### config.mk
export PLATFORM = sky130hd
export DESIGN_NAME = fetch_top
export DESIGN_NICKNAME = d
export VERILOG_FILES = /design/src/rtl/fetch_pkg.sv /design/src/rtl/btb_if.sv /design/src/rtl/branch_update.sv /design/src/rtl/btb_lut.sv /design/src/rtl/fetch_pc_gen.sv /design/src/rtl/fetch_top.sv
export VERILOG_INCLUDE_DIRS = /design/src /design/src/include
export SDC_FILE = /design/constraint.sdc
export NUM_CORES = 1
export LEC_CHECK = 0
export BUFFER_PORTS_ARGS = -buffer_cell sky130_fd_sc_hd__buf_2
export CORE_AREA = 2 2 250 252
export CTS_CLUSTER_DIAMETER = 200
export DETAILED_ROUTE_END_ITERATION = 10
export DIE_AREA = 0 0 252 254
export PLACE_DENSITY = 0.79
export SYNTH_ARGS = -nofsm -noshare
export SYNTH_HDL_FRONTEND = slang
export SYNTH_HIERARCHICAL = 1
export SYNTH_SLANG_ARGS = --single-unit
### constraint.sdc
create_clock -name clk -period 10.1 [get_ports clk]
set_input_delay 2.02 -clock clk [delete_from_list [all_inputs] [get_ports clk]]
set_output_delay 2.02 -clock clk [all_outputs]
set_load 0.005 [all_outputs]
### src/include/fetch_consts.svh
`ifndef FETCH_CONSTS_SVH
`define FETCH_CONSTS_SVH

// width of fetch pc and branch targets
`define ADDR_WIDTH 32

// branch target buffer depth, replacement pointer wraps here
`define BTB_ENTRIES 8

// nonzero, never matches the zeroed keys after reset
`define RESET_PC 32'h100

`endif

### src/rtl/fetch_pkg.sv
`include "fetch_consts.svh"

package fetch_pkg;

  // one word, used for pcs and targets
  typedef logic [`ADDR_WIDTH-1:0] addr_t;

  // outcome of a resolved branch coming back from execute
  typedef enum logic [1:0] {
    res_none      = 2'd0, // slot carries no branch
    res_taken     = 2'd1,
    res_not_taken = 2'd2
  } resolve_kind_e;

endpackage

### src/rtl/btb_if.sv
interface btb_if;
  import fetch_pkg::*;

  addr_t lookup_pc;
  addr_t target;
  logic  target_valid;

  logic  write;        // one-cycle strobe
  addr_t write_pc;
  addr_t write_target;
  logic  write_taken;

  modport fetch (
    output lookup_pc,
    input  target,
    input  target_valid
  );

  modport update (
    output write,
    output write_pc,
    output write_target,
    output write_taken
  );

  modport btb (
    input  lookup_pc,
    output target,
    output target_valid,
    input  write,
    input  write_pc,
    input  write_target,
    input  write_taken
  );

endinterface

### src/rtl/branch_update.sv
`include "fetch_consts.svh"

module branch_update (
  input  logic                     clk,
  input  logic                     reset,
  input  logic                     resolve_valid,
  input  fetch_pkg::resolve_kind_e resolve_kind,
  input  fetch_pkg::addr_t         resolve_pc,
  input  fetch_pkg::addr_t         resolve_target,
  input  fetch_pkg::addr_t         resolve_pred_target,
  input  logic                     resolve_pred_taken,
  btb_if.update                    bus,
  output logic                     redirect,
  output fetch_pkg::addr_t         redirect_pc
);
  import fetch_pkg::*;

  logic          res_valid_q;
  resolve_kind_e res_kind_q;
  addr_t         res_pc_q;
  addr_t         res_target_q;
  addr_t         res_pred_target_q;
  logic          res_pred_taken_q;

  logic          is_taken;
  logic          is_not_taken;
  logic          mispredict;

  always_ff @(posedge clk) begin
    if (reset) begin
      res_valid_q <= 1'b0;
    end else begin
      res_valid_q <= resolve_valid;
    end
  end

  always_ff @(posedge clk) begin
    if (resolve_valid) begin
      res_kind_q        <= resolve_kind;
      res_pc_q          <= resolve_pc;
      res_target_q      <= resolve_target;
      res_pred_target_q <= resolve_pred_target;
      res_pred_taken_q  <= resolve_pred_taken;
    end
  end

  assign is_taken     = res_valid_q && (res_kind_q == res_taken);
  assign is_not_taken = res_valid_q && (res_kind_q == res_not_taken);

  // wrong direction, or taken to the wrong place
  assign mispredict = (is_taken && (!res_pred_taken_q || res_pred_target_q != res_target_q)) ||
                      (is_not_taken && res_pred_taken_q);

  assign bus.write        = is_taken || is_not_taken;
  assign bus.write_pc     = res_pc_q;
  assign bus.write_target = res_target_q;
  assign bus.write_taken  = is_taken;

  assign redirect    = mispredict;
  assign redirect_pc = is_taken ? res_target_q : res_pc_q + `ADDR_WIDTH'd4; // fall-through

endmodule

### src/rtl/btb_lut.sv
`include "fetch_consts.svh"

module btb_lut (
  input logic clk,
  input logic reset,
  btb_if.btb  bus
);
  import fetch_pkg::*;

  localparam int PTR_W = $clog2(`BTB_ENTRIES);

  addr_t                   keys    [`BTB_ENTRIES];
  addr_t                   targets [`BTB_ENTRIES];
  logic [`BTB_ENTRIES-1:0] valid;
  logic [PTR_W-1:0]        ptr;     // round-robin victim
  logic [PTR_W-1:0]        ptr_next;

  logic                    write_hit;
  logic [PTR_W-1:0]        write_idx;
  logic [PTR_W-1:0]        write_sel;

  // combinational lookup, lowest matching entry wins
  always_comb begin
    bus.target       = '0;
    bus.target_valid = 1'b0;
    for (int i = `BTB_ENTRIES - 1; i >= 0; i--) begin
      if (keys[i] == bus.lookup_pc) begin
        bus.target       = targets[i];
        bus.target_valid = valid[i];
      end
    end
  end

  // is the written pc already held somewhere
  always_comb begin
    write_hit = 1'b0;
    write_idx = '0;
    for (int i = `BTB_ENTRIES - 1; i >= 0; i--) begin
      if (keys[i] == bus.write_pc) begin
        write_hit = 1'b1;
        write_idx = PTR_W'(i);
      end
    end
  end

  assign write_sel = write_hit ? write_idx : ptr;
  assign ptr_next  = (ptr == PTR_W'(`BTB_ENTRIES - 1)) ? '0 : ptr + 1'b1;

  always_ff @(posedge clk) begin
    if (reset) begin
      for (int i = 0; i < `BTB_ENTRIES; i++) begin
        keys[i] <= '0;
      end
      valid <= '0;
      ptr   <= '0;
    end else if (bus.write) begin
      valid[write_sel] <= bus.write_taken; // not taken clears the prediction
      if (!write_hit) begin
        keys[ptr] <= bus.write_pc;
        ptr       <= ptr_next;
      end
    end
  end

  always_ff @(posedge clk) begin
    if (bus.write) begin
      targets[write_sel] <= bus.write_target;
    end
  end

endmodule

### src/rtl/fetch_pc_gen.sv
`include "fetch_consts.svh"

module fetch_pc_gen (
  input  logic             clk,
  input  logic             reset,
  input  logic             stall,
  input  logic             redirect,
  input  fetch_pkg::addr_t redirect_pc,
  btb_if.fetch             bus,
  output fetch_pkg::addr_t pc,
  output logic             pred_taken,
  output fetch_pkg::addr_t pred_target
);
  import fetch_pkg::*;

  addr_t pc_next;
  addr_t pc_seq;

  assign pc_seq = pc + `ADDR_WIDTH'd4;

  // redirect beats stall, stall beats prediction
  always_comb begin
    if (redirect) begin
      pc_next = redirect_pc;
    end else if (stall) begin
      pc_next = pc;
    end else if (bus.target_valid) begin
      pc_next = bus.target;
    end else begin
      pc_next = pc_seq;
    end
  end

  always_ff @(posedge clk) begin
    if (reset) begin
      pc <= `RESET_PC;
    end else begin
      pc <= pc_next;
    end
  end

  assign bus.lookup_pc = pc;

  // prediction for the current pc, travels with the instruction
  assign pred_taken  = bus.target_valid;
  assign pred_target = bus.target;

endmodule

### src/rtl/fetch_top.sv
module fetch_top (
  input  logic                     clk,
  input  logic                     reset,
  input  logic                     stall,
  input  logic                     resolve_valid,
  input  fetch_pkg::resolve_kind_e resolve_kind,
  input  fetch_pkg::addr_t         resolve_pc,
  input  fetch_pkg::addr_t         resolve_target,
  input  logic                     resolve_pred_taken,
  input  fetch_pkg::addr_t         resolve_pred_target,
  output fetch_pkg::addr_t         pc,
  output logic                     pred_taken,
  output fetch_pkg::addr_t         pred_target,
  output logic                     redirect,
  output fetch_pkg::addr_t         redirect_pc
);

  btb_if btb_bus ();

  btb_lut u_btb_lut (
    .clk   (clk),
    .reset (reset),
    .bus   (btb_bus.btb)
  );

  fetch_pc_gen u_fetch_pc_gen (
    .clk         (clk),
    .reset       (reset),
    .stall       (stall),
    .redirect    (redirect),
    .redirect_pc (redirect_pc),
    .bus         (btb_bus.fetch),
    .pc          (pc),
    .pred_taken  (pred_taken),
    .pred_target (pred_target)
  );

  // resolutions come back from a later stage
  branch_update u_branch_update (
    .clk                 (clk),
    .reset               (reset),
    .resolve_valid       (resolve_valid),
    .resolve_kind        (resolve_kind),
    .resolve_pc          (resolve_pc),
    .resolve_target      (resolve_target),
    .resolve_pred_target (resolve_pred_target),
    .resolve_pred_taken  (resolve_pred_taken),
    .bus                 (btb_bus.update),
    .redirect            (redirect),
    .redirect_pc         (redirect_pc)
  );

endmodule

==> results_dict.tcl <==
set metrics [dict create \
    status "finished, final reports clean" \
    dieArea_um2 64000 \
    synthCells 2774 \
    ff2ff_setup_slack_ns 4.18 \
    viasPerCell 6.54 \
    dieHeight_um 254 \
    yosys-mux-area-fraction_pct 1.52 \
    critPathLaunch "u_fetch_pc_gen/bus.lookup_pc[28]" \
    fp-row-count 91 \
    tightest_slew_ns 1.27 \
    fillers 4695 \
    post-cts-setup-buffers 0 \
    p_per_area_nw_per_um2 180 \
    timing_hold_violations_final 0 \
    io-pin-count 201 \
    synth_top_family_by_area "simple AND/OR/NAND/NOR gates" \
    synth_area_um2 33900 \
    synth-adder-area-share_pct 0.147 \
    grt_pass1_wl_um 165000 \
    final_common_cell "edfxtp_1" \
    antenna_left 0 \
    placed_cells 3578 \
    cts_buffer_depth 3 \
    root_buffer "clkbuf_16" \
    post-route-util_pct 61.1 \
    regArea_um2 19200 \
    finClkSkew_ns 0.0243 \
    tns_ns 0 \
    synth-compound-area-share_pct 6.15 \
    first_pass_iters 9 \
    rsz0062_at_grt "no" \
    final_cell_mix "edfxtp_1, xor2_1, and2_1, xnor2_1, buf_2" \
    endpoint_kind "output port" \
    drtIter0Drc 4082 \
    synth_cell_types 88 \
    grt_pass1_vias 23174 \
    worstReg2RegEnd "u_fetch_pc_gen/bus.lookup_pc[24]" \
    hold_path_end "u_btb_lut/valid[1]" \
    min_path_type "reg2reg" \
    ys_warn_count 6 \
    cp-start-kind "flip-flop" \
    relSlewSlack_pct 15.0 \
    post-route-drc-count 0 \
    r2r_cells 13 \
    syn_avg_cell_area_um2 12.2 \
    clock-sinks 655 \
    maxCapViolations 0 \
    io_buffers 200 \
    overflow 0 \
    area_growth_pct 10.2 \
    finalCritPeriodShare_pct 69.6 \
    cts_tree "done" \
    nets 2969 \
    synthSimpleGateAreaFrac_pct 15.1 \
    hold_depth 2 \
    fp.dieW_um 252 \
    multiInputGateArea_um2 12900 \
    synth_edf_count 611 \
    crit-reg2reg-launch "u_fetch_pc_gen/bus.lookup_pc[28]" \
    synth-main-ff-cell "edfxtp_1" \
    grt_usage_pct 36.1 \
    ctsHoldBuffers 0 \
    yosysSeqAreaShare_pct 56.6 \
    antenna_found_initial 5 \
    synth_nets 2881 \
    drive_above_1_share_pct 16.2 \
    setup_viol 0 \
    power_leakage_nw 13.9 \
    clkLatencyLatePin_ns 0.63 \
    hold_ws_ns 0.480 \
    hp-start "u_btb_lut/valid[1]" \
    arrival_ns 5.01 \
    path_class "reg2out" \
    core_um2 61300 \
    cts-resized-gates 0 \
    drv_slew 0 \
    synth-xor-area-share_pct 14.7 \
    drt-total-wl_um 117000 \
    synthArstFlopShare_pct 0 \
    max_freq_ghz 0.142 \
    grt_max_degree 73 \
    clk_pin_slew_worst_paths_ns 0.06 \
    peakVddDrop_uv 124 \
    cp_max_fo 40 \
    dr_total_vias 24269 \
    layoutNonFillerInstCount 3713 \
    start_util_pct 55.4 \
    gp_routability_congestion 1.00 \
    ys_ff_latch 655 \
    wl_per_cell_um 31.5 \
    crit_required_ns 8.08 \
    min_period_ns 7.03 \
    hpwl_um 76000 \
    cts_max_level 3 \
    power_mw 6.73 \
    cts_buffers 72 \
]
==> registers in the layout, summed over array words and instances (netlist names) <==
| register | flops |
|---|---|
| u_branch_update/res_kind_q | 2 |
| u_btb_lut/targets | 256 |
| u_btb_lut/keys | 256 |
| u_branch_update/res_pred_target_q | 32 |
| u_fetch_pc_gen/bus.lookup_pc | 32 |
| u_branch_update/bus.write_pc | 32 |
| u_branch_update/res_pred_taken_q | 1 |
| u_branch_update/bus.write_target | 32 |
| u_btb_lut/valid | 8 |
| u_btb_lut/ptr | 3 |
| u_branch_update/res_valid_q | 1 |
==> metal layers <==
metal	track usage [%]	vias up	wire, um
met3	9.42	296	15500
li1	-	10126	-
met2	53.8	1950	50800
met5	0	-	29
met1	50.1	11893	45300
met4	15.3	4	5230
==> cell usage after synthesis, types with 46 or more instances <==
cell type,n,area (um^2)
xnor2_1,229,2010
nand3_1,63,315
clkbuf_1,50,188
xor2_1,342,3000
nor4_1,94,588
nand4_1,99,619
inv_1,46,173
edfxtp_1,611,18300
and2_1,257,1610
o21ai_0,109,546
nand2_1,120,450
buf_4,97,728
mux2i_1,47,470
buf_2,70,350
==> logic make-up after synthesis <==
kind of cell | Yosys count
buffers and inverters | 316
XOR/XNOR | 571
AND/OR/NAND/NOR | 850
flip-flops | 655
AO/OA/AOI/OAI | 327
adder cells (fa/ha/maj) | 4
multiplexers | 51
==> how the worst max path moves through the flow <==
stage	cells after the start	end
CTS	12	pred_taken
global placement	12	pred_taken
global route	12	pred_taken
finish	12	pred_taken
floorplan	11	pred_target[2]
detailed placement	12	pred_taken
==> worst max-delay path, stage by stage, from the launching register on <==
cell	delay [ns]
dfxtp_1	0.97
xnor2_1	0.16
nand4_1	0.16
nor4_4	0.06
buf_4	0.24
nand2_2	0.60
nand3b_1	0.20
nor2_2	0.57
buf_4	0.39
a221oi_1	0.18
o21ai_4	0.10
buf_4	0.48
buf_2	0.23
==> stage by stage <==
stage	instance area, um^2	setup WS, ns
detailed placement	34900	3.88
floorplan	33900	5.66
CTS	37400	3.21
global route	37400	2.88
finish	37400	3.07
global placement	34900	3.98
==> power breakdown <==
group	total [mW]	leakage, nW	switching (mW)	internal [mW]
combinational	0.730	6.40	0.486	0.244
sequential	3.21	6.28	0.132	3.07
clock	2.80	1.21	1.12	1.67
==> cell type report <==
type                       count  share of cell area [%]
antenna                        3                  0.0201
clock buffer                  85                    5.11
clock inverter                47                    1.57
sequential                   655                    51.4
tap                          790                    2.64
inverter                      47                   0.472
multi-input combinational   1803                    34.4
timing repair buffer         283                    4.35
Power figures use the tool's default switching activity.
